`config.mk`:
```
export PLATFORM = sky130hd
export DESIGN_NAME = pkt_buffer
export DESIGN_NICKNAME = d
export VERILOG_FILES = /design/src/oq_pkg.sv /design/src/pkt_buffer.sv
export SDC_FILE = /design/constraint.sdc
export NUM_CORES = 2
export LEC_CHECK = 0
export BUFFER_PORTS_ARGS = -buffer_cell sky130_fd_sc_hd__buf_2
export CAP_MARGIN = 20
export CORE_MARGIN = 2
export CORE_UTILIZATION = 50
export CTS_CLUSTER_DIAMETER = 40
export CTS_CLUSTER_SIZE = 24
export DETAILED_ROUTE_END_ITERATION = 6
export PLACE_DENSITY_LB_ADDON = 0.3
export SLEW_MARGIN = 20
export SYNTH_ARGS = -nofsm -noshare
export SYNTH_HDL_FRONTEND = slang
export SYNTH_SLANG_ARGS = --single-unit
```
`constraint.sdc`:
```
create_clock -name axis_aclk -period 6.77 [get_ports axis_aclk]
set_input_delay 1.354 -clock axis_aclk [delete_from_list [all_inputs] [get_ports axis_aclk]]
set_output_delay 1.354 -clock axis_aclk [all_outputs]
set_load 0.01 [all_outputs]
```
`src/oq_pkg.sv`:
```
package oq_pkg;

    ////////////////////////////////////////////////////////////
    // sizes
    ////////////////////////////////////////////////////////////

    localparam int DATA_WIDTH         = 32;
    localparam int KEEP_WIDTH         = 4;
    localparam int BUF_DEPTH          = 64;
    localparam int BUF_ADDR_WIDTH     = 6;
    localparam int RANK_WIDTH         = 8;
    localparam int CAL_DEPTH          = 16;
    localparam int CAL_COUNT_WIDTH    = 5;
    // almost full once fewer free words than this remain
    localparam int ALMOST_FULL_MARGIN = 8;

    localparam int BUF_WORD_WIDTH = DATA_WIDTH + KEEP_WIDTH + 1 + BUF_ADDR_WIDTH;

    // stored word layout, msb first: data, keep, last, next address
    localparam int WORD_NEXT_LSB = 0;
    localparam int WORD_LAST_BIT = WORD_NEXT_LSB + BUF_ADDR_WIDTH;
    localparam int WORD_KEEP_LSB = WORD_LAST_BIT + 1;
    localparam int WORD_DATA_LSB = WORD_KEEP_LSB + KEEP_WIDTH;

    ////////////////////////////////////////////////////////////
    // types
    ////////////////////////////////////////////////////////////

    typedef logic [BUF_ADDR_WIDTH-1:0] buf_addr_t;
    typedef logic [RANK_WIDTH-1:0]     rank_t;
    typedef logic [DATA_WIDTH-1:0]     data_t;
    typedef logic [KEEP_WIDTH-1:0]     keep_t;
    typedef logic [BUF_ADDR_WIDTH:0]   buf_count_t;
    typedef logic [BUF_WORD_WIDTH-1:0] buf_word_t;

    typedef enum logic [1:0]
    {
        DEQ_IDLE,
        DEQ_REQ,
        DEQ_WAIT,
        DEQ_SEND
    } deq_state_t;

endpackage

```
`src/pkt_buffer.sv`:
```
`timescale 1ns/1ns

module pkt_buffer
(
    input  logic              axis_aclk,
    input  logic              wr_en,
    input  oq_pkg::buf_addr_t wr_addr,
    input  oq_pkg::buf_word_t wr_word,
    input  logic              rd_en,
    input  oq_pkg::buf_addr_t rd_addr,
    output oq_pkg::buf_word_t rd_word
);
    import oq_pkg::*;

    buf_word_t mem [BUF_DEPTH];

    // write port, owned by the enqueue side
    always_ff @(posedge axis_aclk)
    begin
        if (wr_en)
        begin
            mem[wr_addr] <= wr_word;
        end
    end

    // registered read, word valid the cycle after rd_en
    always_ff @(posedge axis_aclk)
    begin
        if (rd_en)
        begin
            rd_word <= mem[rd_addr];
        end
    end

endmodule

```
==> flow_metrics.env <==
export IMPL_status="finished clean"
export IMPL_post_cts_setup_buffer_count=0
export IMPL_arrival_ns=4.87
export IMPL_vias_per_cell=6.52
export IMPL_rsz0062_at_grt="false"
export IMPL_syn_inst=4444
export IMPL_avgSynthCellArea_um2=23.8
export IMPL_grt_max_degree=90
export IMPL_initial_core_util=0.504
export IMPL_path_max_fanout=49
export IMPL_hold_viol=0
export IMPL_io_pins=101
export IMPL_cp_top_family="compound AO/OA/AOI/OAI gates"
export IMPL_dp_hpwl_um=160000
export IMPL_coreArea_um2=210000
export IMPL_fmax_mhz=238
export IMPL_cp_end_kind="flip-flop"
export IMPL_path_clk_slew_ns=0.06
export IMPL_cts_resized=0
export IMPL_final_setup_skew_ns=0.0664
export IMPL_post_route_period_util=0.620
export IMPL_routabilityCongestion=0.817
export IMPL_yosysTopAreaCell="edfxtp_1"
export IMPL_hold_path_class="input port to flip-flop"
export IMPL_worst_skew_pair_late_latency_ns=0.96
export IMPL_fin_setup_tns_ns=0
export IMPL_htreeDepth=5
export IMPL_worstPathRequired_ns=7.44
export IMPL_cts_tree="done"
export IMPL_tightest_slew_ns=1.14
export IMPL_num_rows=168
export IMPL_final_nets=4902
export IMPL_grt_pass1_wl_um=394000
export IMPL_vdd_ir_drop_max_uv=298
export IMPL_synth_warnings=0
export IMPL_yosysUniqueCellTypes=33
export IMPL_drt_total_wl_um=281000
export IMPL_wl_per_cell_um=35.4
export IMPL_io_buffers=100
export IMPL_synthArstFlopShare=0
export IMPL_fin_cells=7932
export IMPL_startpoint_type="input port"
export IMPL_power_leakage_nw=38.5
export IMPL_vias=51700
export IMPL_post_route_drc_count=0
export IMPL_detail_route_antenna_nets=0
export IMPL_relSlewSlack=0.240
export IMPL_clkSinkCount=2795
export IMPL_synth_edf_count=2795
export IMPL_netlist_area_um2=106000
export IMPL_cp_slowest_stage_delay_ns=0.67
export IMPL_antenna_found_initial=28
export IMPL_synth_top_flop_cell="edfxtp_1"
export IMPL_drv_cap=0
export IMPL_clock_path_buffers=4
export IMPL_crit_slowest_cell="o22ai_1"
export IMPL_powerDensity_nw_per_um2=323
export IMPL_cts_buffers=349
export IMPL_cp_num_buf_inv=3
export IMPL_drtPass1Iterations=7
export IMPL_grt_pass1_vias=51100
export IMPL_ys_ff_latch=2795
export IMPL_cts_root_buf="clkbuf_16"
export IMPL_setup_viol=0
export IMPL_first_iter_violations=7647
export IMPL_cp_cell_sequence="buf_8 > buf_12 > buf_4 > mux4_2 > o22ai_1 > nor2_1 > a21oi_1 > nor2_1"
export IMPL_die_w_um=464
export IMPL_synth_top_area_frac=0.793
export IMPL_hold_buffers=0
export IMPL_grt_use_total=0.261
export IMPL_syn2layout_area_growth_pct=16.2
export IMPL_ys_top_cells_by_count="edfxtp_1, mux4_2, nor2_1"
export IMPL_yosysSeqAreaShare=0.793
export IMPL_path_class="input port to flip-flop"
export IMPL_grt_overflow_total=0
export IMPL_synth_most_common_cell="edfxtp_1"
export IMPL_ys_top_cells_by_area="edfxtp_1, mux4_2, o22ai_1"
export IMPL_die_area_um2=215000
export IMPL_syn_num_nets=4502
export IMPL_drive_above_1_share=0.338
export IMPL_crit_top_cell="nor2_1"
export IMPL_maxSlewViolCount=0
export IMPL_place_inst=7293
export IMPL_period_needed_ns=4.20
export IMPL_fp_dieH_um=464
cell type report:
type / count / area [µm²]
Antenna cell: 11 / 27.5
Clock buffer: 379 / 8930
Clock inverter: 244 / 2710
Fill cell: 14400 / 87000
Multi-Input combinational cell: 1403 / 21200
Sequential cell: 2795 / 83900
Tap cell: 2805 / 3510
Timing Repair Buffer: 295 / 2670
flip-flops by register name (all words and copies together), names as in the netlist:
signal   flops
mem       2752
rd_word     43
per-stage QoR:
stage / cell area (µm²) / setup WS [ns] / power (mW) / hold WS, ns / utilization
global route: 123000 / 2.38 / 40.6 / 0.949 / 0.586
floorplan: 106000 / 1.48 / 20.5 / 0.851 / -
global placement: 111000 / 1.67 / 21.4 / 0.919 / 0.528
finish: 123000 / 2.57 / 39.7 / 0.934 / 0.586
detailed placement: 111000 / 1.68 / 21.4 / 0.931 / 0.529
CTS: 123000 / 2.66 / 39.8 / 0.940 / 0.585
report_power, final:
part | internal (mW) | switching [mW]
registers | 19.2 | 0.0964
logic | 0.642 | 1.15
clock network | 11.0 | 7.60
metal layers:
metal | GRT usage | vias to the layer above | wire (µm)
li1 | - | 20100 | -
met1 | 0.380 | 27900 | 108000
met2 | 0.396 | 3316 | 131000
met3 | 0.0723 | 402 | 35200
met4 | 0.0651 | 8 | 6300
met5 | 0 | - | 57
worst paths after layout:
kind	start	endpoint	slack, ns	cells after the start
worst min register to register	mem[63][8]	rd_word[8]	0.94	4
worst min-delay path	wr_word[35]	mem[49][35]	0.93	1
worst max register to register	mem[55][14]	rd_word[14]	4.22	5
worst max-delay path	rd_addr[0]	rd_word[14]	2.57	8
placed cells by master (no fill, tap or decap), types with 7 or more instances in the layout:
cell type | Yosys | routed
nand2b_1 | 10 | 7
a211oi_1 | 9 | 9
clkbuf_1 | 100 | 26
nand2_1 | 12 | 11
a21oi_1 | 66 | 66
clkinv_2 | 0 | 24
buf_16 | 0 | 10
diode_2 | 0 | 11
o221ai_1 | 33 | 33
clkinv_1 | 0 | 27
edfxtp_1 | 2795 | 2795
buf_12 | 0 | 34
inv_8 | 0 | 35
nor2_4 | 0 | 62
clkinvlp_4 | 0 | 32
nor3_1 | 32 | 30
clkinv_8 | 0 | 10
mux2i_1 | 77 | 77
o22ai_1 | 144 | 144
o21ai_0 | 24 | 24
clkinv_4 | 0 | 28
mux2_2 | 63 | 63
bufinv_16 | 0 | 31
nor2_1 | 164 | 102
buf_4 | 26 | 169
inv_6 | 0 | 55
clkbuf_16 | 0 | 353
nor2b_1 | 14 | 13
buf_2 | 87 | 78
mux4_2 | 726 | 726
cells by family after synthesis:
group | share of synthesized area
compound gates | 0.0162
flops | 0.793
simple gates | 0.0110
buf+inv | 0.0112
mux | 0.168
Power figures use the tool's default switching activity.
