--- config.mk ---
export PLATFORM = sky130hd
export DESIGN_NAME = buf_read_arbiter_flat
export DESIGN_NICKNAME = d
export VERILOG_FILES = /design/src/oq_pkg.sv /design/src/buf_rd_if.sv /design/src/buf_read_arbiter.sv /design/src/flat_wrapper.sv
export SDC_FILE = /design/constraint.sdc
export NUM_CORES = 1
export LEC_CHECK = 0
export ABC_AREA = 1
export BUFFER_PORTS_ARGS = -buffer_cell sky130_fd_sc_hd__buf_4
export CAP_MARGIN = 10
export CORE_AREA = 2 2 60 62
export CTS_CLUSTER_DIAMETER = 200
export DETAILED_ROUTE_END_ITERATION = 6
export DIE_AREA = 0 0 62 64
export PLACE_DENSITY = 0.8
export REMOVE_ABC_BUFFERS = 1
export SKIP_CTS_REPAIR_TIMING = 1
export SYNTH_ARGS = -nofsm -noshare
export SYNTH_HDL_FRONTEND = slang
export SYNTH_SLANG_ARGS = --single-unit
--- constraint.sdc ---
create_clock -name axis_aclk -period 1.55 [get_ports axis_aclk]
set_input_delay 0.0775 -clock axis_aclk [delete_from_list [all_inputs] [get_ports axis_aclk]]
set_output_delay 0.0775 -clock axis_aclk [all_outputs]
set_load 0.1 [all_outputs]
--- src/oq_pkg.sv ---
package oq_pkg;

    ////////////////////////////////////////////////////////////
    // sizes
    ////////////////////////////////////////////////////////////

    localparam int DATA_WIDTH         = 32;
    localparam int KEEP_WIDTH         = 4;
    localparam int BUF_DEPTH          = 64;
    localparam int BUF_ADDR_WIDTH     = 6;
    localparam int RANK_WIDTH         = 8;
    localparam int CAL_DEPTH          = 16;
    localparam int CAL_COUNT_WIDTH    = 5;
    // almost full once fewer free words than this remain
    localparam int ALMOST_FULL_MARGIN = 8;

    localparam int BUF_WORD_WIDTH = DATA_WIDTH + KEEP_WIDTH + 1 + BUF_ADDR_WIDTH;

    // stored word layout, msb first: data, keep, last, next address
    localparam int WORD_NEXT_LSB = 0;
    localparam int WORD_LAST_BIT = WORD_NEXT_LSB + BUF_ADDR_WIDTH;
    localparam int WORD_KEEP_LSB = WORD_LAST_BIT + 1;
    localparam int WORD_DATA_LSB = WORD_KEEP_LSB + KEEP_WIDTH;

    ////////////////////////////////////////////////////////////
    // types
    ////////////////////////////////////////////////////////////

    typedef logic [BUF_ADDR_WIDTH-1:0] buf_addr_t;
    typedef logic [RANK_WIDTH-1:0]     rank_t;
    typedef logic [DATA_WIDTH-1:0]     data_t;
    typedef logic [KEEP_WIDTH-1:0]     keep_t;
    typedef logic [BUF_ADDR_WIDTH:0]   buf_count_t;
    typedef logic [BUF_WORD_WIDTH-1:0] buf_word_t;

    typedef enum logic [1:0]
    {
        DEQ_IDLE,
        DEQ_REQ,
        DEQ_WAIT,
        DEQ_SEND
    } deq_state_t;

endpackage

--- src/buf_rd_if.sv ---
`timescale 1ns/1ns

interface buf_rd_if;

    // request side, held stable until req_ready
    logic        req_valid;
    logic        req_ready;
    logic [5:0]  req_addr;

    // response one cycle after the handshake
    logic        resp_valid;
    logic [42:0] resp_word;

    modport requester
    (
        output req_valid,
        output req_addr,
        input  req_ready,
        input  resp_valid,
        input  resp_word
    );

    modport arbiter
    (
        input  req_valid,
        input  req_addr,
        output req_ready,
        output resp_valid,
        output resp_word
    );

endinterface

--- src/buf_read_arbiter.sv ---
`timescale 1ns/1ns

module buf_read_arbiter
(
    input  logic              axis_aclk,
    input  logic              axis_resetn,
    input  oq_pkg::buf_word_t rd_word,
    output logic              rd_en,
    output oq_pkg::buf_addr_t rd_addr,
    buf_rd_if.arbiter         deq_rd,
    buf_rd_if.arbiter         cpu_rd
);

    logic cpu_first;
    logic grant_deq;
    logic grant_cpu;
    logic deq_resp_q;
    logic cpu_resp_q;

    // round robin, the last winner loses a tie
    assign grant_deq = deq_rd.req_valid && (!cpu_rd.req_valid || !cpu_first);
    assign grant_cpu = cpu_rd.req_valid && !grant_deq;

    assign deq_rd.req_ready = grant_deq;
    assign cpu_rd.req_ready = grant_cpu;

    assign rd_en   = grant_deq || grant_cpu;
    assign rd_addr = grant_cpu ? cpu_rd.req_addr : deq_rd.req_addr;

    always_ff @(posedge axis_aclk)
    begin
        if (!axis_resetn)
        begin
            cpu_first  <= 1'b0;
            deq_resp_q <= 1'b0;
            cpu_resp_q <= 1'b0;
        end
        else
        begin
            deq_resp_q <= grant_deq;
            cpu_resp_q <= grant_cpu;
            if (grant_deq)
            begin
                cpu_first <= 1'b1;
            end
            else if (grant_cpu)
            begin
                cpu_first <= 1'b0;
            end
        end
    end

    // buffer output goes to both, only the granted one sees valid
    assign deq_rd.resp_valid = deq_resp_q;
    assign deq_rd.resp_word  = rd_word;
    assign cpu_rd.resp_valid = cpu_resp_q;
    assign cpu_rd.resp_word  = rd_word;

endmodule

--- src/flat_wrapper.sv ---
// flat-port wrapper written by rule: the top's interface ports become plain ports
module buf_read_arbiter_flat 
  (axis_aclk, axis_resetn, rd_word, rd_en, rd_addr, deq_rd_req_valid, deq_rd_req_addr, deq_rd_req_ready, deq_rd_resp_valid, deq_rd_resp_word, cpu_rd_req_valid, cpu_rd_req_addr, cpu_rd_req_ready, cpu_rd_resp_valid, cpu_rd_resp_word);
  buf_rd_if deq_rd_i ();
  buf_rd_if cpu_rd_i ();
  input  logic axis_aclk;
  input  logic axis_resetn;
  input  oq_pkg::buf_word_t rd_word;
  output logic rd_en;
  output oq_pkg::buf_addr_t rd_addr;
  input wire logic [$bits(deq_rd_i.req_valid)-1:0] deq_rd_req_valid;
  input wire logic [$bits(deq_rd_i.req_addr)-1:0] deq_rd_req_addr;
  output wire logic [$bits(deq_rd_i.req_ready)-1:0] deq_rd_req_ready;
  output wire logic [$bits(deq_rd_i.resp_valid)-1:0] deq_rd_resp_valid;
  output wire logic [$bits(deq_rd_i.resp_word)-1:0] deq_rd_resp_word;
  input wire logic [$bits(cpu_rd_i.req_valid)-1:0] cpu_rd_req_valid;
  input wire logic [$bits(cpu_rd_i.req_addr)-1:0] cpu_rd_req_addr;
  output wire logic [$bits(cpu_rd_i.req_ready)-1:0] cpu_rd_req_ready;
  output wire logic [$bits(cpu_rd_i.resp_valid)-1:0] cpu_rd_resp_valid;
  output wire logic [$bits(cpu_rd_i.resp_word)-1:0] cpu_rd_resp_word;
  assign deq_rd_i.req_valid = deq_rd_req_valid;
  assign deq_rd_i.req_addr = deq_rd_req_addr;
  assign deq_rd_req_ready = deq_rd_i.req_ready;
  assign deq_rd_resp_valid = deq_rd_i.resp_valid;
  assign deq_rd_resp_word = deq_rd_i.resp_word;
  assign cpu_rd_i.req_valid = cpu_rd_req_valid;
  assign cpu_rd_i.req_addr = cpu_rd_req_addr;
  assign cpu_rd_req_ready = cpu_rd_i.req_ready;
  assign cpu_rd_resp_valid = cpu_rd_i.resp_valid;
  assign cpu_rd_resp_word = cpu_rd_i.resp_word;
  buf_read_arbiter u_core (.axis_aclk(axis_aclk), .axis_resetn(axis_resetn), .rd_word(rd_word), .rd_en(rd_en), .rd_addr(rd_addr), .deq_rd(deq_rd_i), .cpu_rd(cpu_rd_i));
endmodule
==> metrics.md <==
| Metric | Value |
|---|---|
| Synth top area share | about three quarters |
| Htree depth | 1 |
| DIE AREA | 0.003968 mm² |
| RSZ-0062 raised after global routing | false |
| Worst VDD drop | approximately 120 µV |
| Yosys top cell by area | buf_4 |
| Worst skew pair latency | approximately 0.23 ns |
| Largest net degree at the start of global routing | 11 |
| Clock Skew | ~0.0018 ns |
| Longest Clk Path Bufs | 2 |
| Max frequency | 723.6 MHz |
| Routed via count | slightly above 500 |
| 1st-iter DRT viols | 40 |
| Initial antenna violation count | 0 |
| Clk pin slew, worst setup/hold paths | around 0.04 ns |
| Most frequent cells in the layout | buf_4 (26), nand2_1 (13), nand3_1 (6), inv_1 (4) |
| First-pass GRT wire length | about 6.2 mm |
| Grt ovf | 0 |
| I/O Pins | 156 |
| Routed length per instance | 49.70 µm |
| Flops & latches, synth | 3 |
| Yosys Warn Count | 0 |
| Area contributors post-synth | buf_4 (76%), dfxtp_1 (7.0%), nand2_1 (5.7%) |
| PortBufs | 26 |
| WP data required | 1.47 ns |
| Mapped cell area | ~860 µm² |
| Vias in the first global route | 450 |
| Total area of sequential cells | 60.06 µm² |
| Seq/Total Area, Yosys | under 10% |
| Slew margin rel. | 81.25% |
| Worst min-delay path category | primary input to flop |
| Setup TNS | 0 ns |
| R2R Setup Slk | 0.74 ns |
| Leak | 0.2655 nW |
| Seq pwr share | between 10% and 20% |
| Period minus WS final | 1.382 ns |
| Most common library cell in the layout ignoring fill and taps | buf_4 |
| Tightest Pin Transition | 0.2835 ns |
| Fin. max-slew vios | 0 |
| Layout fillers | between 300 and 400 |
| Switching Power | 0.2540 mW |
| Critical path type | flop to output port |
| Post-synthesis cell type count | 12 |
| Pre-antenna DRT Iters | 4 |
| Switch share | just over 50% |
| Die Y | 64 µm |
| Fin nets | between 100 and 150 |
| Period utilisation layout | 89.17% |
| Synthesized area per cell | about 7.1 µm² |
| Die width | 62 µm |
| Clock power frac | ~27% |
| Final ANT Viol Nets | 0 |
| Post-Place Cells | 106 |
| Power share of the combinational group | between 50% and 60% |
| Final number of setup-violating endpoints | 0 |
| Clk sinks | 3 |
| Placer Congestion | 0.8834 |
| DRC Markers | 0 |
| Core area | 0.003284 mm² |
| Root Buffer Master | clkbuf_4 |
| Num CTS Buffers | 3 |
| Starting density of the core | 26.25% |
| Fin cells | 110 |
| Power density over the cells | 1023 mW/mm² |
| Dpl hpwl | 4.945 mm |
| Area Overhead vs Synth | -43.40% |
| Global-route usage over all layers | 26.56% |
| Worst path arrival time | 1.30 ns |
| P_int | 0.2450 mW |
| CTS tree | done |
| Status | finished clean |
| # rows | 21 |
| Critical path capture point type | output port |
| WL final | 5.467 mm |
| Via/cell ratio | roughly 4.6 |
| Synth Instances | 121 |
| Max cap viols | 0 |
| Hold_ws | between 0.09 and 0.1 ns |
| Startpoint types | flop |
| Layout cell share with drive strength beyond 1 | about half |
| Final hold violation count | 0 |
| Area taken by multi-input logic gates | 130.1 µm² |
| N_diodes | 0 |
| Worst-path fanout max | 8 |
[cells by family after synthesis]
logic type,count (synthesis),share of synthesized area [%]
buf+inv,92,77.94
simple gates,23,12.05
flops,3,6.967
compound gates,3,3.047
[synthesized netlist by cell type]
library cell	instances
inv_1	4
dfxtp_1	3
nand2_1	13
inv_2	1
nand2_4	1
nor2_1	2
buf_4	87
o21ai_4	1
nand3_1	6
o21ai_0	1
nand2_2	1
a21oi_1	1
[area by class of cell]
type	instances	share of cell area (%)
Sequential cell	3	12.31
Clock buffer	4	5.385
Tap cell	46	11.79
Timing Repair Buffer	26	40.00
Inverter	5	3.846
Multi-Input combinational cell	26	26.67
[worst max-delay path: stages (launching register included)]
cell and delay (ns):
dfxtp_1 0.35, o21ai_4 0.28, nand2_1 0.09, nand2_1 0.07, buf_4 0.28
[power groups by stage]
| stage | logic, mW | clock network (mW) | registers (mW) |
|---|---|---|---|
| after floorplan | 0.179 | 0 | 0.109 |
| after CTS | 0.276 | 0.142 | 0.0868 |
| final | 0.275 | 0.137 | 0.0870 |
| after global placement | 0.273 | 0 | 0.0874 |
| after global routing | 0.289 | 0.161 | 0.0875 |
| after detailed placement | 0.276 | 0 | 0.0882 |
[registers in the layout, summed over array words and instances (netlist names)]
register and cells:
u_core.cpu_first 1, u_core.cpu_rd.resp_valid 1, u_core.deq_rd.resp_valid 1
[stage by stage]
| stage | utilization [%] | setup slack (ns) | power (mW) | instance area [µm²] |
|---|---|---|---|---|
| 6_report | 14.86 | 0.1679 | 0.4990 | 488.0 |
| 5_1_grt | 14.86 | 0.05640 | 0.5373 | 488.0 |
| 4_1_cts | 14.86 | 0.1650 | 0.5052 | 488.0 |
| 3_5_place_dp | 14.06 | 0.4142 | 0.3637 | 461.7 |
| 3_3_place_gp | 14.06 | 0.4494 | 0.3609 | 461.7 |
| 2_1_floorplan | - | 0.1877 | 0.2879 | 209.0 |
[metal layers]
metal | part of all wire (%) | vias up | track usage (%)
li1 | - | 166 | -
met1 | 18 | 221 | 14.42
met2 | 54 | 112 | 47.92
met3 | 27 | 7 | 32.59
met4 | 1.4 | 0 | 5.585
met5 | 0 | - | 3.175
[final timing paths]
path                                      start                                   to  cells after the start
setup / recovery  u_core.cpu_first$_SDFFE_PN0P_                           rd_addr[2]                      4
setup reg to reg  u_core.cpu_first$_SDFFE_PN0P_  u_core.cpu_rd.resp_valid$_SDFF_PN0_                      2
hold reg to reg   u_core.cpu_first$_SDFFE_PN0P_        u_core.cpu_first$_SDFFE_PN0P_                      1
hold / removal                      axis_resetn  u_core.cpu_rd.resp_valid$_SDFF_PN0_                      3
No activity file was read; power rests on OpenSTA's default activity.
