File: config.mk
export PLATFORM = sky130hd
export DESIGN_NAME = enqueue_writer
export DESIGN_NICKNAME = d
export VERILOG_FILES = /design/src/oq_pkg.sv /design/src/enqueue_writer.sv
export SDC_FILE = /design/constraint.sdc
export NUM_CORES = 1
export LEC_CHECK = 0
export BUFFER_PORTS_ARGS = -buffer_cell sky130_fd_sc_hd__buf_2
export CAP_MARGIN = 20
export CORE_MARGIN = 2
export CORE_UTILIZATION = 29
export CTS_CLUSTER_SIZE = 12
export DETAILED_ROUTE_END_ITERATION = 10
export PLACE_DENSITY = 0.77
export SYNTH_ARGS = -nofsm -noshare
export SYNTH_HDL_FRONTEND = slang
export SYNTH_SLANG_ARGS = --single-unit
File: constraint.sdc
create_clock -name axis_aclk -period 1.9 [get_ports axis_aclk]
set_input_delay 0.38 -clock axis_aclk [delete_from_list [all_inputs] [get_ports axis_aclk]]
set_output_delay 0.38 -clock axis_aclk [all_outputs]
set_load 0.05 [all_outputs]
File: src/oq_pkg.sv
package oq_pkg;

    ////////////////////////////////////////////////////////////
    // sizes
    ////////////////////////////////////////////////////////////

    localparam int DATA_WIDTH         = 32;
    localparam int KEEP_WIDTH         = 4;
    localparam int BUF_DEPTH          = 64;
    localparam int BUF_ADDR_WIDTH     = 6;
    localparam int RANK_WIDTH         = 8;
    localparam int CAL_DEPTH          = 16;
    localparam int CAL_COUNT_WIDTH    = 5;
    // almost full once fewer free words than this remain
    localparam int ALMOST_FULL_MARGIN = 8;

    localparam int BUF_WORD_WIDTH = DATA_WIDTH + KEEP_WIDTH + 1 + BUF_ADDR_WIDTH;

    // stored word layout, msb first: data, keep, last, next address
    localparam int WORD_NEXT_LSB = 0;
    localparam int WORD_LAST_BIT = WORD_NEXT_LSB + BUF_ADDR_WIDTH;
    localparam int WORD_KEEP_LSB = WORD_LAST_BIT + 1;
    localparam int WORD_DATA_LSB = WORD_KEEP_LSB + KEEP_WIDTH;

    ////////////////////////////////////////////////////////////
    // types
    ////////////////////////////////////////////////////////////

    typedef logic [BUF_ADDR_WIDTH-1:0] buf_addr_t;
    typedef logic [RANK_WIDTH-1:0]     rank_t;
    typedef logic [DATA_WIDTH-1:0]     data_t;
    typedef logic [KEEP_WIDTH-1:0]     keep_t;
    typedef logic [BUF_ADDR_WIDTH:0]   buf_count_t;
    typedef logic [BUF_WORD_WIDTH-1:0] buf_word_t;

    typedef enum logic [1:0]
    {
        DEQ_IDLE,
        DEQ_REQ,
        DEQ_WAIT,
        DEQ_SEND
    } deq_state_t;

endpackage

File: src/enqueue_writer.sv
`timescale 1ns/1ns

module enqueue_writer
(
    input  logic               axis_aclk,
    input  logic               axis_resetn,
    input  oq_pkg::data_t      s_axis_tdata,
    input  oq_pkg::keep_t      s_axis_tkeep,
    input  logic               s_axis_tlast,
    input  oq_pkg::rank_t      s_axis_trank,
    input  logic               s_axis_tvalid,
    input  oq_pkg::buf_addr_t  alloc_addr,
    input  oq_pkg::buf_addr_t  alloc_next,
    input  oq_pkg::buf_count_t free_count,
    input  logic               cal_full,
    output logic               s_axis_tready,
    output logic               alloc_en,
    output logic               wr_en,
    output oq_pkg::buf_addr_t  wr_addr,
    output oq_pkg::buf_word_t  wr_word,
    output logic               insert_en,
    output oq_pkg::rank_t      insert_rank,
    output oq_pkg::buf_addr_t  insert_addr
);
    import oq_pkg::*;

    logic      in_pkt;
    logic      running;
    logic      accept;
    buf_addr_t first_addr;
    rank_t     first_rank;

    // keep room for the successor pointer, and a calendar slot per new packet
    assign s_axis_tready = running && (free_count >= buf_count_t'(2)) && (in_pkt || !cal_full);
    assign accept        = s_axis_tvalid && s_axis_tready;

    assign alloc_en = accept;
    assign wr_en    = accept;
    assign wr_addr  = alloc_addr;
    assign wr_word  = {s_axis_tdata, s_axis_tkeep, s_axis_tlast, alloc_next};

    // single-word packets take address and rank straight from this beat
    assign insert_en   = accept && s_axis_tlast;
    assign insert_addr = in_pkt ? first_addr : alloc_addr;
    assign insert_rank = in_pkt ? first_rank : s_axis_trank;

    always_ff @(posedge axis_aclk)
    begin
        if (!axis_resetn)
        begin
            in_pkt  <= 1'b0;
            running <= 1'b0;
        end
        else
        begin
            running <= 1'b1;
            if (accept)
            begin
                in_pkt <= !s_axis_tlast;
            end
        end
    end

    // first word of a packet
    always_ff @(posedge axis_aclk)
    begin
        if (accept && !in_pkt)
        begin
            first_addr <= alloc_addr;
            first_rank <= s_axis_trank;
        end
    end

endmodule

==> results.cfg, run 1 <==
[outcome]
status = complete, but fails checks
violations = setup timing

[routing]
drtIter0Drc = 8
routed_wl_microns = 2040
dr.pass1.iters = 2
routedWlPerCell_microns = 14.2
viasPerCell = 4.21
vias = 606
drc = 0
antenna_left = 0

[hold_path]
hp-start = axis_resetn
min_path_type = in2reg

[setup_path]
critPathArrivalTime_ns = 1.62
critical_path_required_ns = 1.52
rr_startpoint = in_pkt
crit_fanout = 3
end_kind = output port
crit_start = free_count[5]
critPathKind = in2out
start_kind = input port

[placed_design]
place_worst_setup_slack_ns = -0.206
place_area_sq_um = 1050
dp_hpwl_microns = 1610
place_congestion = 0.653
io_buffers = 49
dp_cells = 139

[synth]
synth_cell_types = 14
ys_ff_latch = 16
ys_seq_area_frac = 0.429
synth_warnings = 0
synth_compound_area_frac = 0.0291
synthXorXnorAreaFrac = 0
synth_adder_area_share = 0
syn-num-nets = 158
muxShareOfSynthArea = 0.147
synth_area_sq_um = 1070
yosys.area_share.simple = 0.0350
synth_top_family_by_area = buffers and inverters
avgSynthCellArea_sq_um = 11.9
synthCells = 90

[timing]
rsz0062_at_grt = true
finalSetupViolations = 4
maxSlewViolCount = 0
hold_viol = 0
min_period_ns = 2.00
tightest_slew_ns = 0.262
fin_hold_ws_ns = 0.255
period_share = 1.05
finalWorstSetupSlack_ns = -0.103
fin_setup_tns_ns = -0.260
max_freq_mhz = 499
clock_skew_ns = 0.00300
slew_headroom = 0.827

[cts]
htreeDepth = 1
clock-sinks = 16
cts_tree = yes
clk_latency_ns = 0.25
path_clk_slew_ns = 0.06
cts_made_buffers = 3
ctsLongestPathBuffers = 2
cts_root_buffer = clkbuf_8
postCtsHoldBufs = 0

[floorplanning]
initial_core_util = 0.298
die_w_microns = 64.8
die_height_microns = 64.8
pin_count = 135
design.core.area_sq_um = 3610
rows = 22
die_area_sq_um = 4200

[global_routing]
grt-ovfl-total = 0
grt_pass1_wl_microns = 2880
antenna_found_initial = 0
track_usage = 0.0910
grt_max_degree = 15
grt_pass1_vias = 603

[finish]
seq_area_sq_um = 462
final_nets = 165
multi_input_comb_area_sq_um = 239
fin_cells = 144
drive_gt1_frac = 0.771
area_growth_pct = 6.29
final_common_cell = buf_2
final_util = 0.316
layout_common_cells = buf_2 (45), edfxtp_1 (14), mux2_2 (10)
fill_cells = 361
design_area_sq_um = 1140
diodes = 0

[power_and_ir_drop]
max-vdd-ir-drop_v = 0.000506
leakage_nw = 0.500
power_mw = 0.921
powerDensity_nw_per_um2 = 807

[run]
cap_violations = 0
[registers in the layout, indices dropped and copies added (netlist names)]
name        count
first_addr      6
first_rank      8
running         1
in_pkt          1
[worst paths after layout]
kind                        end  slack [ns]  cells past startpoint
setup reg to reg  first_addr[5]        0.28                      6
hold reg to reg          in_pkt        0.74                      4
setup / recovery          wr_en       -0.10                      5
hold / removal          running        0.26                      1
[per-layer routing]
layer / vias to the layer above / wire length, microns / global-route usage
li1: 268 / - / -
met1: 274 / 674 / 0.0898
met2: 46 / 1030 / 0.157
met3: 18 / 252 / 0.0469
met4: 0 / 82 / 0.0426
met5: - / 0 / 0
[critical path: stages]
cell     delay, ns
buf_6         0.09
or4_4         0.52
o311a_4       0.33
and2_4        0.16
buf_8         0.15
[synthesized netlist by cell type]
cell type | n | area, sq um
and2_4 | 1 | 8.76
buf_4 | 50 | 375
clkbuf_1 | 2 | 7.51
dfxtp_1 | 2 | 40.0
edfxtp_1 | 14 | 420
inv_1 | 1 | 3.75
mux2_1 | 4 | 45.0
mux2_2 | 10 | 113
nand2b_1 | 1 | 6.26
nand3_1 | 1 | 5.00
nor2b_1 | 1 | 6.26
o211a_1 | 1 | 10.0
o311a_4 | 1 | 21.3
or4_4 | 1 | 11.3
[logic make-up after synthesis]
kind of cell,after synthesis
muxes,14
buffers and inverters,53
and+or+nand+nor,5
AOI/OAI and AO/OA,2
DFF,16
[power breakdown]
part	total [mW]	switching, mW	internal [mW]
logic	0.259	0.175	0.0839
clock network	0.259	0.111	0.148
registers	0.403	0.00566	0.397
total	0.921	0.291	0.630
[repair_timing]
action,in CTS,in global routing
resized for setup,10,3
setup endpoints to repair,9,4
buffers inserted,1,0
pin swaps,3,2
[area by class of cell]
| type | instances | share of cell area |
|---|---|---|
| inverter | 1 | 0.00329 |
| sequential | 16 | 0.405 |
| timing repair buffer | 54 | 0.291 |
| multi-input combinational | 21 | 0.209 |
| clock buffer | 4 | 0.0395 |
| tap | 48 | 0.0526 |
Note: power is estimated with default switching activity, not from simulation.
==> run 2, diff against run 1 <==
--- a/config.mk
+++ b/config.mk
@@ -7,7 +7,7 @@
 export LEC_CHECK = 0
 export BUFFER_PORTS_ARGS = -buffer_cell sky130_fd_sc_hd__buf_2
 export CAP_MARGIN = 20
-export CORE_MARGIN = 2
+export CORE_MARGIN = 10
 export CORE_UTILIZATION = 29
 export CTS_CLUSTER_SIZE = 12
 export DETAILED_ROUTE_END_ITERATION = 10
==> results.cfg, run 2 (synthesis gave the netlist of run 1 again) <==
[finish]
diodes = 0
fin_cells = 141
largest_register = first_rank
design_area_sq_um = 1100
final_common_cell = buf_2
drive_gt1_frac = 0.753
final_util = 0.303
reg_top3 = first_rank: 8 flops, first_addr: 6 flops
layout_common_cells = buf_2 (45), edfxtp_1 (14), mux2_2 (10)
largest_reg_flops = 8
area_growth_pct = 2.56
final_nets = 162

[run]
cap_violations = 0

[timing]
rsz0062_at_grt = true
maxSlewViolCount = 0
tightest_slew_ns = 0.384
max_freq_mhz = 496
period_share = 1.06
finalWorstSetupSlack_ns = -0.117
hold_viol = 0
clock_skew_ns = 0.000947
slew_headroom = 0.743
min_period_ns = 2.02
finalSetupViolations = 4

[cts]
postCtsHoldBufs = 0
cts_tree = yes
post_cts_buffers = 0
clk_latency_ns = 0.25
ctsLongestPathBuffers = 2
path_clk_slew_ns = 0.06
cts_made_buffers = 3
clock-sinks = 16
cts_root_buffer = clkbuf_8
htreeDepth = 1

[power_and_ir_drop]
p_int_mw = 0.623
clockPowerShare = 0.284
powerDensity_nw_per_um2 = 831
seqPwrFrac = 0.438
power_frac_comb = 0.278
p_sw_frac = 0.319
leakage_nw = 0.479
p_switching_mw = 0.292
max-vdd-ir-drop_v = 0.000385

[global_routing]
antenna_found_initial = 0
grt-ovfl-total = 0
track_usage = 0.0712
grt_pass1_vias = 770
grt_pass1_wl_microns = 3590
grt_max_degree = 17

[routing]
drc = 0
routedWlPerCell_microns = 16.5
drtIter0Drc = 8
routed_wl_microns = 2320
vias = 595
dr.pass1.iters = 2
dr_wl_met2_microns = 1140
antenna_left = 0
drt-met1-wl_microns = 679
highest_layer = met4
wl_met3_microns = 378
viasPerCell = 4.22

[floorplanning]
pin_count = 135
design.core.area_sq_um = 3630
die_area_sq_um = 6540
die_w_microns = 80.8
die_height_microns = 80.8
initial_core_util = 0.295
rows = 22

[setup_path]
critPathKind = in2out
critical_path_required_ns = 1.52
crit_fanout = 4
end_kind = output port
critPathArrivalTime_ns = 1.64
start_kind = input port

[placed_design]
place_congestion = 0.674
place_area_sq_um = 1020
dp_cells = 137
io_buffers = 49

[outcome]
status = complete, but fails checks
violations = setup timing

[hold_path]
min_path_type = in2reg
run 2: cell count changes in the layout (fill, tap and decap cells not counted):
cell,before,now
buf_4,4,2
buf_6,1,2
dfxtp_1,1,2
dfxtp_2,1,0
buf_12,1,0
buf_8,3,2
run 2: power by group through the flow:
stage	Sequential (mW)	Clock, mW	Combinational (mW)
floorplan	0.407	0	0.430
global placement	0.408	0	0.244
detailed placement	0.408	0	0.249
CTS	0.401	0.269	0.258
global route	0.402	0.286	0.269
finish	0.401	0.260	0.254
run 2: critical path, stage by stage:
cell	delay (ns)
buf_6	0.09
or4_4	0.52
o311a_4	0.33
and2_4	0.17
buf_8	0.15
run 2: layer usage:
layer,track usage,vias to the layer above
met4,0.0761,0
met5,0,-
met1,0.0565,256
li1,-,262
met2,0.107,54
met3,0.0530,23
run 2: layout make-up:
type | count | area [sq um]
Clock buffer | 4 | 45.0
Multi-Input combinational cell | 21 | 239
Timing Repair Buffer | 51 | 293
Tap cell | 48 | 60.1
Inverter | 1 | 3.75
Fill cell | 381 | 2530
Sequential cell | 16 | 460
run 2: final timing paths:
check                startpoint             to  slack [ns]  depth (start not counted)
setup / recovery  free_count[5]       alloc_en       -0.12                          5
hold / removal      axis_resetn        running        0.25                          1
setup reg to reg         in_pkt  first_addr[5]        0.37                          4
hold reg to reg         running         in_pkt        0.75                          4
run 2: what timing repair did:
action | CTS | global route
endpoints found under the hold margin | 0 | 0
pin swaps | 3 | 0
gates resized for setup | 11 | 0
endpoints found under the setup margin | 4 | 4
run 2: through the flow:
stage               setup TNS, ns  worst slack, ns  hold slack [ns]  power (mW)
CTS                        -0.322           -0.118            0.245       0.927
global placement            -1.36           -0.191            0.498       0.651
floorplan                   -2.52           -0.225            0.408       0.836
detailed placement          -1.82           -0.217            0.506       0.657
finish                     -0.318           -0.117            0.251       0.915
global route               -0.409           -0.139            0.244       0.956
