### config.mk
export PLATFORM = sky130hd
export DESIGN_NAME = dequeue_engine_flat
export DESIGN_NICKNAME = d
export VERILOG_FILES = /design/src/oq_pkg.sv /design/src/buf_rd_if.sv /design/src/dequeue_engine.sv /design/src/flat_wrapper.sv
export SDC_FILE = /design/constraint.sdc
export NUM_CORES = 1
export LEC_CHECK = 0
export ABC_AREA = 1
export BUFFER_PORTS_ARGS = -buffer_cell sky130_fd_sc_hd__buf_2
export CORE_AREA = 2 2 76 78
export CTS_CLUSTER_SIZE = 25
export DETAILED_ROUTE_END_ITERATION = 6
export DIE_AREA = 0 0 78 80
export PLACE_DENSITY = 0.76
export RECOVER_POWER = 100
export SLEW_MARGIN = 10
export SYNTH_ARGS = -nofsm -noshare
export SYNTH_HDL_FRONTEND = slang
export SYNTH_SLANG_ARGS = --single-unit
### constraint.sdc
create_clock -name axis_aclk -period 2 [get_ports axis_aclk]
set_input_delay 0.3 -clock axis_aclk [delete_from_list [all_inputs] [get_ports axis_aclk]]
set_output_delay 0.3 -clock axis_aclk [all_outputs]
set_load 0.01 [all_outputs]
### src/oq_pkg.sv
package oq_pkg;

    ////////////////////////////////////////////////////////////
    // sizes
    ////////////////////////////////////////////////////////////

    localparam int DATA_WIDTH         = 32;
    localparam int KEEP_WIDTH         = 4;
    localparam int BUF_DEPTH          = 64;
    localparam int BUF_ADDR_WIDTH     = 6;
    localparam int RANK_WIDTH         = 8;
    localparam int CAL_DEPTH          = 16;
    localparam int CAL_COUNT_WIDTH    = 5;
    // almost full once fewer free words than this remain
    localparam int ALMOST_FULL_MARGIN = 8;

    localparam int BUF_WORD_WIDTH = DATA_WIDTH + KEEP_WIDTH + 1 + BUF_ADDR_WIDTH;

    // stored word layout, msb first: data, keep, last, next address
    localparam int WORD_NEXT_LSB = 0;
    localparam int WORD_LAST_BIT = WORD_NEXT_LSB + BUF_ADDR_WIDTH;
    localparam int WORD_KEEP_LSB = WORD_LAST_BIT + 1;
    localparam int WORD_DATA_LSB = WORD_KEEP_LSB + KEEP_WIDTH;

    ////////////////////////////////////////////////////////////
    // types
    ////////////////////////////////////////////////////////////

    typedef logic [BUF_ADDR_WIDTH-1:0] buf_addr_t;
    typedef logic [RANK_WIDTH-1:0]     rank_t;
    typedef logic [DATA_WIDTH-1:0]     data_t;
    typedef logic [KEEP_WIDTH-1:0]     keep_t;
    typedef logic [BUF_ADDR_WIDTH:0]   buf_count_t;
    typedef logic [BUF_WORD_WIDTH-1:0] buf_word_t;

    typedef enum logic [1:0]
    {
        DEQ_IDLE,
        DEQ_REQ,
        DEQ_WAIT,
        DEQ_SEND
    } deq_state_t;

endpackage

### src/buf_rd_if.sv
`timescale 1ns/1ns

interface buf_rd_if;

    // request side, held stable until req_ready
    logic        req_valid;
    logic        req_ready;
    logic [5:0]  req_addr;

    // response one cycle after the handshake
    logic        resp_valid;
    logic [42:0] resp_word;

    modport requester
    (
        output req_valid,
        output req_addr,
        input  req_ready,
        input  resp_valid,
        input  resp_word
    );

    modport arbiter
    (
        input  req_valid,
        input  req_addr,
        output req_ready,
        output resp_valid,
        output resp_word
    );

endinterface

### src/dequeue_engine.sv
`timescale 1ns/1ns

module dequeue_engine
(
    input  logic              axis_aclk,
    input  logic              axis_resetn,
    input  logic              top_valid,
    input  oq_pkg::buf_addr_t top_addr,
    input  logic              m_axis_tready,
    output logic              pop_en,
    output logic              release_en,
    output oq_pkg::buf_addr_t release_addr,
    output oq_pkg::data_t     m_axis_tdata,
    output oq_pkg::keep_t     m_axis_tkeep,
    output logic              m_axis_tlast,
    output logic              m_axis_tvalid,
    buf_rd_if.requester       deq_rd
);
    import oq_pkg::*;

    deq_state_t state;
    buf_addr_t  cur_addr;
    buf_word_t  word_q;

    assign pop_en           = (state == DEQ_IDLE) && top_valid;
    assign deq_rd.req_valid = (state == DEQ_REQ);
    assign deq_rd.req_addr  = cur_addr;

    // held word
    assign m_axis_tvalid = (state == DEQ_SEND);
    assign m_axis_tdata  = word_q[WORD_DATA_LSB +: DATA_WIDTH];
    assign m_axis_tkeep  = word_q[WORD_KEEP_LSB +: KEEP_WIDTH];
    assign m_axis_tlast  = word_q[WORD_LAST_BIT];

    // a sent word frees its address
    assign release_en   = m_axis_tvalid && m_axis_tready;
    assign release_addr = cur_addr;

    ////////////////////////////////////////////////////////////
    // FSM
    ////////////////////////////////////////////////////////////
    always_ff @(posedge axis_aclk)
    begin
        if (!axis_resetn)
        begin
            state <= DEQ_IDLE;
        end
        else
        begin
            case (state)
                DEQ_IDLE:
                begin
                    if (top_valid)
                    begin
                        state <= DEQ_REQ;
                    end
                end
                DEQ_REQ:
                begin
                    if (deq_rd.req_ready)
                    begin
                        state <= DEQ_WAIT;
                    end
                end
                DEQ_WAIT:
                begin
                    if (deq_rd.resp_valid)
                    begin
                        state <= DEQ_SEND;
                    end
                end
                DEQ_SEND:
                begin
                    if (m_axis_tready)
                    begin
                        state <= m_axis_tlast ? DEQ_IDLE : DEQ_REQ;
                    end
                end
                default:
                begin
                    state <= DEQ_IDLE;
                end
            endcase
        end
    end

    // walk the chain
    always_ff @(posedge axis_aclk)
    begin
        if (pop_en)
        begin
            cur_addr <= top_addr;
        end
        else if (release_en && !m_axis_tlast)
        begin
            cur_addr <= word_q[WORD_NEXT_LSB +: BUF_ADDR_WIDTH];
        end
        if (deq_rd.resp_valid)
        begin
            word_q <= deq_rd.resp_word;
        end
    end

endmodule

### src/flat_wrapper.sv
// flat-port wrapper written by rule: the top's interface ports become plain ports
module dequeue_engine_flat import oq_pkg::*;
  (axis_aclk, axis_resetn, top_valid, top_addr, m_axis_tready, pop_en, release_en, release_addr, m_axis_tdata, m_axis_tkeep, m_axis_tlast, m_axis_tvalid, deq_rd_req_valid, deq_rd_req_addr, deq_rd_req_ready, deq_rd_resp_valid, deq_rd_resp_word);
  buf_rd_if deq_rd_i ();
  input  logic axis_aclk;
  input  logic axis_resetn;
  input  logic top_valid;
  input  oq_pkg::buf_addr_t top_addr;
  input  logic m_axis_tready;
  output logic pop_en;
  output logic release_en;
  output oq_pkg::buf_addr_t release_addr;
  output oq_pkg::data_t m_axis_tdata;
  output oq_pkg::keep_t m_axis_tkeep;
  output logic m_axis_tlast;
  output logic m_axis_tvalid;
  output wire logic [$bits(deq_rd_i.req_valid)-1:0] deq_rd_req_valid;
  output wire logic [$bits(deq_rd_i.req_addr)-1:0] deq_rd_req_addr;
  input wire logic [$bits(deq_rd_i.req_ready)-1:0] deq_rd_req_ready;
  input wire logic [$bits(deq_rd_i.resp_valid)-1:0] deq_rd_resp_valid;
  input wire logic [$bits(deq_rd_i.resp_word)-1:0] deq_rd_resp_word;
  assign deq_rd_req_valid = deq_rd_i.req_valid;
  assign deq_rd_req_addr = deq_rd_i.req_addr;
  assign deq_rd_i.req_ready = deq_rd_req_ready;
  assign deq_rd_i.resp_valid = deq_rd_resp_valid;
  assign deq_rd_i.resp_word = deq_rd_resp_word;
  dequeue_engine u_core (.axis_aclk(axis_aclk), .axis_resetn(axis_resetn), .top_valid(top_valid), .top_addr(top_addr), .m_axis_tready(m_axis_tready), .pop_en(pop_en), .release_en(release_en), .release_addr(release_addr), .m_axis_tdata(m_axis_tdata), .m_axis_tkeep(m_axis_tkeep), .m_axis_tlast(m_axis_tlast), .m_axis_tvalid(m_axis_tvalid), .deq_rd(deq_rd_i));
endmodule
==> metrics.md <==
| Metric | Value |
|---|---|
| Clock latency on the worst-skew pair | `290 ps` |
| Fin Setup TNS | `0 ps` |
| Critical path type | `reg2out` |
| CTS Buf Count | `5` |
| Yosys synthesis warning count | `0` |
| Clk sinks | `51` |
| Initial antenna violation count | `0` |
| P_leak | `1.009 nW` |
| Worst path cell trace | `inv_1 -> ha_1 -> nand2_2 -> inv_1 -> clkbuf_1` |
| DRC | `0` |
| Final hold vios | `0` |
| Placed wire-length estimate | `2927 um` |
| Critical Path End | `pop_en` |
| Register clock-pin slew on the reported worst setup and hold paths | `90 ps` |
| FF-to-FF End | `u_core.deq_rd.req_addr[3]$_DFFE_PP_` |
| Unique masters post-synth | `13` |
| ANT cells | `0` |
| Top-area cell type share of the netlist area | `70.63%` |
| Clk_skew | `4.078 ps` |
| FF-to-FF path depth | `3` |
| Nets | `280` |
| Rel. slew slack | `50.02%` |
| HP Class | `in2reg` |
| Power per standard cell area | `1005 nW/um^2` |
| Placement Cell Area | `2421 sq um` |
| Critical path capture point type | `output pin` |
| Gate Count Post-Synth | `146` |
| CTS max path bufs | `2` |
| Final Wtd Congestion | `0.7329` |
| Min Tclk post-route | `1778 ps` |
| Post-Syn Area | `2083 sq um` |
| Syn Area/Cell | `14.27 sq um` |
| Via/cell ratio | `4.072` |
| Critical path buffers and inverters | `3` |
| Wire length of the first global-routing pass | `5533 um` |
| Register-to-register setup slack | `280 ps` |
| I/O Pins | `108` |
| Gr usage total | `11.95%` |
| Top delay family on crit path | `flip-flops` |
| Average wire per standard cell | `12.51 um` |
| Router iterations before antenna repair | `4` |
| DIE AREA | `6240 sq um` |
| Worst R2R Start | `u_core.state[1]$_SDFFE_PN0P_` |
| Outcome | `completed` |
| Final period util | `88.90%` |
| CP startpoint kind | `register` |
| Mapped Nets | `206` |
| P&R area growth vs syn | `16.28%` |
| Req. time, crit path | `1700 ps` |
| Arr. time, crit path | `1480 ps` |
| # rows | `27` |
| Slew Limit Fails | `0` |
| Seq cells post-synth | `51` |
| Worst hold slack | `173.6 ps` |
| Maximum clock frequency | `0.5624 GHz` |
| Worst IR Drop VDD | `0.5277 mV` |
| Port bufs | `107` |
| Largest area contributor in the netlist | `edfxtp_1` |
| Largest net degree at the start of global routing | `28` |
| Gr ovfl total | `0` |
| RSZ-0062 raised after global routing | `no` |
| Detailed-route via count | `1193` |
| CP max-delay cell | `dfxtp_1` |
| Initial DRC Count | `47` |
| Most Frequent Cell on Critical Path | `inv_1` |
| Levels on crit path | `5` |
| Crit-path max FO | `8` |
| Post-synthesis sequential area ratio | `72.55%` |
| Critical Path Source | `u_core.state[0]$_SDFFE_PN0P_` |
| Worst-margin pin slew | `741.9 ps` |
| Vias in the first global route | `1201` |
| Drt total wl | `3666 um` |
| Initial Utilization | `38.54%` |
| Post-CTS setup buffer count | `0` |
| CTS HTree Levels | `2` |
| Die X | `78 um` |
| CTS tree | `built` |
| Final ANT Viol Nets | `0` |
| Final setup viols | `0` |
| CTS Root Cell | `clkbuf_8` |
| Core Area | `5405 sq um` |
| MaxCap Viol Count | `0` |
| Chip Height | `80 um` |
| Layout cells sized above 1 | `28.96%` |
| Synth area leaders | `edfxtp_1, buf_4, nand2_1` |
| Most frequent cells in the layout | `clkbuf_1, buf_2, edfxtp_1` |
| Most common cell after layout, fill and taps aside | `clkbuf_1` |
| Slowest stage delay, CP | `420 ps` |
| Post-route cell area | `2422 sq um` |
[kinds of logic after synthesis]
| family | after synthesis | synth area share [%] |
|---|---|---|
| flip-flops | 51 | 72.55 |
| adder cells (fa/ha/maj) | 5 | 3.003 |
| AO/OA/AOI/OAI | 4 | 0.9605 |
| AND/OR/NAND/NOR | 33 | 6.367 |
| buffers and inverters | 53 | 17.12 |
[cell usage after synthesis, drive strengths merged]
library cell  instances
ha                    5
nor3                  1
dfxtp                 2
edfxtp               49
nand3                 2
buf                  42
nand2                28
inv                  11
nor2                  2
o21ai                 3
a21oi                 1
[registers in the layout, summed over array words and instances (netlist names)]
signal and count:
u_core.word_q 43, u_core.deq_rd.req_addr 6, u_core.state 2
[power breakdown]
part / internal [mW] / switching (mW) / leakage [nW] / total (mW)
clock: 0.247 / 0.319 / 0.0483 / 0.565
sequential: 1.33 / 0.0604 / 0.495 / 1.39
combinational: 0.173 / 0.306 / 0.466 / 0.480
[how the worst min path moves through the flow]
stage	slack (ps)	cells past startpoint	endpoint	startpoint
after floorplan	400	0	u_core.word_q[0]$_DFFE_PP_	deq_rd_resp_word[0]
after global placement	480	1	u_core.word_q[20]$_DFFE_PP_	deq_rd_resp_word[20]
after detailed placement	480	1	u_core.word_q[38]$_DFFE_PP_	deq_rd_resp_word[38]
after CTS	160	1	u_core.word_q[38]$_DFFE_PP_	deq_rd_resp_word[38]
after global routing	140	1	u_core.word_q[34]$_DFFE_PP_	deq_rd_resp_word[34]
final	170	1	u_core.word_q[38]$_DFFE_PP_	deq_rd_resp_word[38]
[per-stage QoR]
stage	setup slack, ps	utilization, %	cells	power [mW]
6_report	222.0	44.81	293	2.434
5_1_grt	84.53	44.81	293	2.591
4_1_cts	121.0	46.41	293	2.519
3_5_place_dp	282.0	44.79	285	1.944
3_3_place_gp	393.1	44.79	285	1.922
2_1_floorplan	425.0	-	146	1.805
[layer usage]
layer	GRT usage [%]	vias to the layer above	part of all wire, %	routed length, um
li1	-	591	-	-
met1	11.99	547	36	1303
met2	21.81	53	55	2020
met3	5.090	2	8.3	306
met4	4.737	0	0.98	36
met5	0	-	0	0
[repair_timing]
item	in CTS	in global routing
resized for setup	0	1
setup endpoints to repair	0	1
hold buffers	0	0
[layout make-up]
type                            instances  area, sq um
Clock buffer                            5        68.82
Tap cell                               72        90.09
Inverter                               11        41.29
Timing Repair Buffer                  109        476.7
Fill cell                             560         2983
Multi-Input combinational cell         42        215.2
Clock inverter                          3        18.77
Sequential cell                        51         1511
[worst reg2reg max path, delay by kind of cell (launching register included)]
kind | cells | cell delay (ps)
adder cells (fa/ha/maj) | 1 | 250
flip-flops | 1 | 420
AO/OA/AOI/OAI | 1 | 600
AND/OR/NAND/NOR | 1 | 90
(Power assumes the default switching activity.)
