--- src/oq_pkg.sv ---
package oq_pkg;

    ////////////////////////////////////////////////////////////
    // sizes
    ////////////////////////////////////////////////////////////

    localparam int DATA_WIDTH         = 32;
    localparam int KEEP_WIDTH         = 4;
    localparam int BUF_DEPTH          = 64;
    localparam int BUF_ADDR_WIDTH     = 6;
    localparam int RANK_WIDTH         = 8;
    localparam int CAL_DEPTH          = 16;
    localparam int CAL_COUNT_WIDTH    = 5;
    // almost full once fewer free words than this remain
    localparam int ALMOST_FULL_MARGIN = 8;

    localparam int BUF_WORD_WIDTH = DATA_WIDTH + KEEP_WIDTH + 1 + BUF_ADDR_WIDTH;

    // stored word layout, msb first: data, keep, last, next address
    localparam int WORD_NEXT_LSB = 0;
    localparam int WORD_LAST_BIT = WORD_NEXT_LSB + BUF_ADDR_WIDTH;
    localparam int WORD_KEEP_LSB = WORD_LAST_BIT + 1;
    localparam int WORD_DATA_LSB = WORD_KEEP_LSB + KEEP_WIDTH;

    ////////////////////////////////////////////////////////////
    // types
    ////////////////////////////////////////////////////////////

    typedef logic [BUF_ADDR_WIDTH-1:0] buf_addr_t;
    typedef logic [RANK_WIDTH-1:0]     rank_t;
    typedef logic [DATA_WIDTH-1:0]     data_t;
    typedef logic [KEEP_WIDTH-1:0]     keep_t;
    typedef logic [BUF_ADDR_WIDTH:0]   buf_count_t;
    typedef logic [BUF_WORD_WIDTH-1:0] buf_word_t;

    typedef enum logic [1:0]
    {
        DEQ_IDLE,
        DEQ_REQ,
        DEQ_WAIT,
        DEQ_SEND
    } deq_state_t;

endpackage

--- src/free_list.sv ---
`timescale 1ns/1ns

module free_list
(
    input  logic               axis_aclk,
    input  logic               axis_resetn,
    input  logic               alloc_en,
    input  logic               release_en,
    input  oq_pkg::buf_addr_t  release_addr,
    output oq_pkg::buf_addr_t  alloc_addr,
    output oq_pkg::buf_addr_t  alloc_next,
    output oq_pkg::buf_count_t free_count,
    output logic               almost_full
);
    import oq_pkg::*;

    buf_addr_t  addr_q [BUF_DEPTH];
    buf_addr_t  head;
    buf_addr_t  head_p1;
    buf_addr_t  tail;
    buf_count_t count;

    // pointers wrap at the buffer depth
    assign head_p1 = head + 1'b1;

    always_ff @(posedge axis_aclk)
    begin
        if (!axis_resetn)
        begin
            head  <= '0;
            tail  <= '0;
            count <= buf_count_t'(BUF_DEPTH);
            // every address free, in order
            for (int i = 0; i < BUF_DEPTH; i++)
            begin
                addr_q[i] <= buf_addr_t'(i);
            end
        end
        else
        begin
            if (alloc_en)
            begin
                head <= head_p1;
            end
            if (release_en)
            begin
                addr_q[tail] <= release_addr;
                tail         <= tail + 1'b1;
            end
            count <= count + buf_count_t'(release_en) - buf_count_t'(alloc_en);
        end
    end

    // two oldest entries, so a word knows its successor
    assign alloc_addr  = addr_q[head];
    assign alloc_next  = addr_q[head_p1];
    assign free_count  = count;
    assign almost_full = count < buf_count_t'(ALMOST_FULL_MARGIN);

endmodule

--- config.mk ---
export PLATFORM = sky130hd
export DESIGN_NAME = free_list
export DESIGN_NICKNAME = d
export VERILOG_FILES = /design/src/oq_pkg.sv /design/src/free_list.sv
export SDC_FILE = /design/constraint.sdc
export NUM_CORES = 1
export LEC_CHECK = 0
export BUFFER_PORTS_ARGS = -buffer_cell sky130_fd_sc_hd__buf_4
export CORE_MARGIN = 4
export CORE_UTILIZATION = 31
export CTS_BUF_LIST = sky130_fd_sc_hd__clkbuf_4 sky130_fd_sc_hd__clkbuf_8
export DETAILED_ROUTE_END_ITERATION = 7
export HOLD_SLACK_MARGIN = 0.15
export SYNTH_ARGS = -nofsm -noshare
export SYNTH_HDL_FRONTEND = slang
export SYNTH_SLANG_ARGS = --single-unit
--- constraint.sdc ---
create_clock -name axis_aclk -period 5 [get_ports axis_aclk]
set_clock_uncertainty 0.1 [all_clocks]
set_input_delay 1.5 -clock axis_aclk [delete_from_list [all_inputs] [get_ports axis_aclk]]
set_output_delay 1.5 -clock axis_aclk [all_outputs]
set_load 0.01 [all_outputs]
==> results_dict.tcl, run 1 <==
set metrics [dict create \
    wl_per_cell_um 25.3 \
    die_w_um 277 \
    port_buffers 29 \
    synth-edff-count 384 \
    io_pins 30 \
    hold_viol 0 \
    ir_worst_vdd_mv 0.234 \
    nFillCells 6916 \
    vias 14800 \
    min_path_type "register to register" \
    track_usage 0.170 \
    arrival_ps 3320 \
    drc_errors 0 \
    register_area_mm2 0.0120 \
    power.density_mw_per_mm2 338 \
    cp-end-kind "primary output" \
    final_max_slew_viol_count 0 \
    worstSetupPathType "register to primary output" \
    dieHeight_um 277 \
    drv_cap 0 \
    synth-seq-cells 409 \
    grt_start_max_net_pins 65 \
    synth-seq-area-share 0.537 \
    htreeDepth 3 \
    start_util 0.313 \
    syn_nets 1641 \
    fin_crit_ps 4920 \
    cts_tree "built" \
    synth_area_leaders "edfxtp_1 (51%), mux4_2 (20%), and2_1 (4.4%)" \
    synth_flop_cell "edfxtp_1" \
    numCtsBuffers 73 \
    num_rows 98 \
    synthesis.area_mm2 0.0224 \
    period_share 0.983 \
    root_buffer "clkbuf_8" \
    synth_largest_area_cell "edfxtp_1" \
    cts.sinks 409 \
    clock_latency_ps 660 \
    crit_required_ps 3400 \
    synth_top_area_frac 0.515 \
    grt_pass1_wl_um 98500 \
    finalNetCount 1652 \
    max_slew_margin 0.235 \
    vias_per_cell 5.60 \
    synthCells 1619 \
    antenna_found_initial 4 \
    place_ws_ps 533 \
    area_delta_synth_final_pct 13.1 \
    cts_max_path_buffers 3 \
    ant_nets 0 \
    drive_gt1_frac 0.272 \
    synth.distinct_cells 50 \
    setup_ws_ps 84.2 \
    grt_overflow 0 \
    multi_input_area_mm2 0.00952 \
    drtPass1Iterations 6 \
    synthArstFlopShare 0 \
    power_leakage_nw 7.71 \
    dpl.hpwl_um 42800 \
    first_global_vias 14700 \
    finalSetupTns_ps 0 \
    max_clock_freq_mhz 203 \
    gp_congestion 0.886 \
    crit_fanout 10 \
    startpoint_type "register" \
    rsz0062_at_grt "false" \
    clkTransAtPathRegs_ps 60 \
    dieArea_mm2 0.0766 \
    status "finished clean" \
    wirelength_um 66800 \
    tightest_slew_ps 1130 \
    core_mm2 0.0716 \
    ys_warn_count 0 \
    finalSetupViolations 0 \
    initialDrtViolationCount 2102 \
    syn_avg_cell_area_um2 13.8 \
    hold_buffers 0 \
]
==> where the power goes <==
part           total [mW]  leakage [nW]  internal (mW)  switching, mW
combinational        1.44          3.17          0.693          0.746
sequential           3.97          3.78           3.87         0.0949
clock                3.16         0.764           1.68           1.49
==> kinds of logic (layout without fill, tap and decap cells) <==
logic type,count (synthesis),count (layout),synth area share
AO/OA/AOI/OAI,128,128,0.0345
XOR/XNOR,19,19,0.00743
adder cells (fa/ha/maj),12,12,0.00704
buffers and inverters,193,259,0.0395
flip-flops,409,409,0.537
multiplexers,243,243,0.228
other,0,4,0
AND/OR/NAND/NOR,615,615,0.146
==> placed cells by master, fill, tap and decap left out, types with 5 or more instances in the layout <==
cell,count
clkinv_2,9
a221oi_1,6
clkbuf_4,22
mux2_2,7
dfxtp_1,21
edfxtp_1,384
inv_1,11
mux2i_1,25
xnor2_1,12
xor2_1,6
nand4_1,9
ha_1,10
mux4_2,201
a211oi_1,5
clkbuf_8,78
and3_1,8
a21oi_1,9
o22ai_1,8
buf_12,8
nor3_1,52
nor2_1,69
mux4_1,8
or3_1,133
o21ai_0,74
nand3_1,33
buf_4,102
nor2b_1,20
clkinv_1,12
a221o_1,6
nand2_1,119
and2_1,159
==> sequential cells by signal, indices dropped and copies added, names as in the netlist, named ones only <==
name	cells
addr_q	384
free_count	7
head	6
tail	6
==> metal layers <==
metal / wire (µm) / part of all wire / global-route usage
met1: 27600 / 0.41 / 0.236
met2: 31000 / 0.46 / 0.261
met3: 6170 / 0.092 / 0.0440
met4: 2060 / 0.031 / 0.0577
met5: 10 / 0.00015 / 0
==> metrics by stage <==
step           hold WS [ps]  cells  utilization  total power [mW]  instance area, µm²
5_1_grt                 551   2636        0.354              8.90               25300
3_3_place_gp            465   2491        0.331              5.39               23700
2_1_floorplan           428   1619            -              4.96               22400
4_1_cts                 497   2630        0.353              8.61               25300
6_report                495   2639        0.354              8.57               25300
3_5_place_dp            479   2491        0.331              5.42               23700
==> critical path, stage by stage (launching register included) <==
cell and delay (ps):
dfxtp_4 370, ha_4 420, buf_4 160, mux4_2 510, mux4_2 490, o211ai_1 280, o21ai_1 230, buf_4 200
==> final timing paths <==
check | from | to | depth (start not counted) | slack [ps]
worst max-delay path | head[0] | alloc_next[4] | 7 | 80
worst min-delay path | head[1] | register | 2 | 490
worst max register to register | tail[1] | addr_q[27][0] | 3 | 2050
worst min register to register | head[1] | register | 2 | 490
==> layout make-up <==
| cell class | instances | share of cell area |
|---|---|---|
| Antenna cell | 4 | 0.000395 |
| Clock buffer | 100 | 0.0489 |
| Clock inverter | 30 | 0.00810 |
| Inverter | 12 | 0.00178 |
| Multi-Input combinational cell | 1017 | 0.376 |
| Sequential cell | 409 | 0.475 |
| Tap cell | 950 | 0.0469 |
| Timing Repair Buffer | 117 | 0.0430 |
==> repair_timing <==
item / 4_1_cts / 5_1_grt
buffers inserted: 8 / 4
pin swaps: 1 / 1
gates cloned: 1 / 1
resized for setup: 4 / 3
setup endpoints to repair: 12 / 9
==> Yosys cell counts (16+ instances only) <==
cell	number
nand3_1	34
and2_1	159
buf_4	16
nand2_1	119
o21ai_0	75
clkbuf_1	132
edfxtp_1	384
nor3_1	52
or3_1	133
buf_2	18
nor2b_1	20
mux4_2	201
nor2_1	69
mux2i_1	25
dfxtp_1	25
No activity file was read; power rests on OpenSTA's default activity.
==> inputs of run 2 (changes only) <==
==> constraint.sdc (replaced) <==
create_clock -name axis_aclk -period 5 [get_ports axis_aclk]
set_clock_uncertainty 0.1 [all_clocks]
set_input_delay 0 -clock axis_aclk [delete_from_list [all_inputs] [get_ports axis_aclk]]
set_output_delay 0 -clock axis_aclk [all_outputs]
set_load 0.01 [all_outputs]
==> results_dict.tcl, run 2 (synthesis results as in run 1) <==
set metrics [dict create \
    vias_per_cell 5.65 \
    dpl.hpwl_um 42300 \
    finalSetupTns_ps 0 \
    ant_nets 0 \
    io_pins 30 \
    track_usage 0.165 \
    clkTransAtPathRegs_ps 60 \
    power_leakage_nw 7.48 \
    grt_pass1_wl_um 96400 \
    cp-end-kind "primary output" \
    cts_tree "built" \
    wirelength_um 64200 \
    max_clock_freq_mhz 246 \
    rsz0062_at_grt "false" \
    design_area_mm2 0.0250 \
    dpl.cell_count 2459 \
    gp_congestion 0.906 \
    wl_per_cell_um 24.7 \
    drc_errors 0 \
    min_path_type "primary input to register" \
    most-common-layout-cells "edfxtp_1 (384), mux4_2 (201), and2_1 (159), or3_1 (133), nand2_1 (118)" \
    dieArea_mm2 0.0766 \
    largest_reg_flops 384 \
    cts_max_path_buffers 3 \
    grt_start_max_net_pins 87 \
    drtPass1Iterations 8 \
    ir_worst_vdd_mv 0.219 \
    start_util 0.313 \
    num_rows 98 \
    finalSetupViolations 0 \
    area_delta_synth_final_pct 11.4 \
    startpoint_type "register" \
    hold_viol 0 \
    core_mm2 0.0716 \
    antenna_found_initial 2 \
    drive_gt1_frac 0.248 \
    arrival_ps 3960 \
    initialDrtViolationCount 1390 \
    worstSetupPathType "register to primary output" \
    fin_cells 2602 \
    tightest_slew_ps 1200 \
    dieHeight_um 277 \
    root_buffer "clkbuf_8" \
    numCtsBuffers 72 \
    grt_overflow 0 \
    crit_fanout 27 \
    max_slew_margin 0.193 \
    status "finished clean" \
    vias 14700 \
    nFillCells 6893 \
    fin_crit_ps 4060 \
    place_area_mm2 0.0234 \
    power.density_mw_per_mm2 342 \
    clock_latency_ps 690 \
    finalNetCount 1616 \
    drv_cap 0 \
    htreeDepth 3 \
    crit_required_ps 4900 \
    final_max_slew_viol_count 0 \
    cts.sinks 409 \
    first_global_vias 14700 \
    port_buffers 29 \
    largest-register "addr_q" \
    period_share 0.812 \
    cts_resized 0 \
    final_common_cell "edfxtp_1" \
    die_w_um 277 \
]
[run 2: cell count changes in the layout (fill, tap and decap cells not counted), sizes merged]
cell,change
clkbuf,-1
diode,-2
clkinv,-1
clkinvlp,-1
dlygate4sd3,+11
bufbuf,-1
inv,+1
buf,-44
bufinv,+1
[run 2: what timing repair did]
item,in CTS,in global routing
hold endpoints to repair,247,0
buffers inserted,0,0
hold buffers,11,0
[run 2: where the power goes]
group / total [mW] / internal (mW) / switching, mW
Sequential: 4.01 / 3.87 / 0.134
Combinational: 1.31 / 0.636 / 0.678
Clock: 3.21 / 1.75 / 1.47
[run 2: critical path, cell delays in order (launching register included)]
cell	delay, ps
dfxtp_4	600
ha_4	510
buf_4	440
buf_4	340
mux4_2	540
mux2i_1	260
a221o_1	210
o21ai_0	180
buf_4	220
[run 2: final timing paths]
kind                                 start       endpoint  slack, ps  depth (start not counted)
worst max-delay path               head[0]  alloc_next[4]        940                          8
worst min-delay path            release_en        tail[0]        210                          4
worst max register to register     tail[2]   addr_q[9][2]       1790                          5
worst min register to register     tail[5]        tail[5]        500                          2
[run 2: stage by stage]
step / setup WS, ps / total power [mW] / hold slack, ps / util
after floorplan: 2570 / 4.96 / 79.5 / -
after global placement: 1600 / 5.37 / 197 / 0.326
after detailed placement: 1590 / 5.38 / 203 / 0.326
after CTS: 853 / 8.60 / 152 / 0.348
after global routing: 698 / 8.86 / 220 / 0.349
final: 939 / 8.53 / 206 / 0.349
[run 2: area by class of cell]
type,count,area [µm²],share of cell area
antenna,2,5.00,0.000201
clock buffer,100,1260,0.0504
clock inverter,30,221,0.00887
inverter,12,45.0,0.00180
multi-input combinational,1017,9520,0.381
sequential,409,12000,0.482
tap,950,1190,0.0476
timing repair buffer,82,681,0.0273
[run 2: per-layer routing]
metal / vias to the layer above / global-route usage / wire length, µm
met5: - / 0 / 0
met4: 0 / 0.0549 / 1990
met3: 138 / 0.0388 / 5720
met2: 789 / 0.263 / 30300
met1: 7533 / 0.223 / 26200
li1: 6234 / - / -
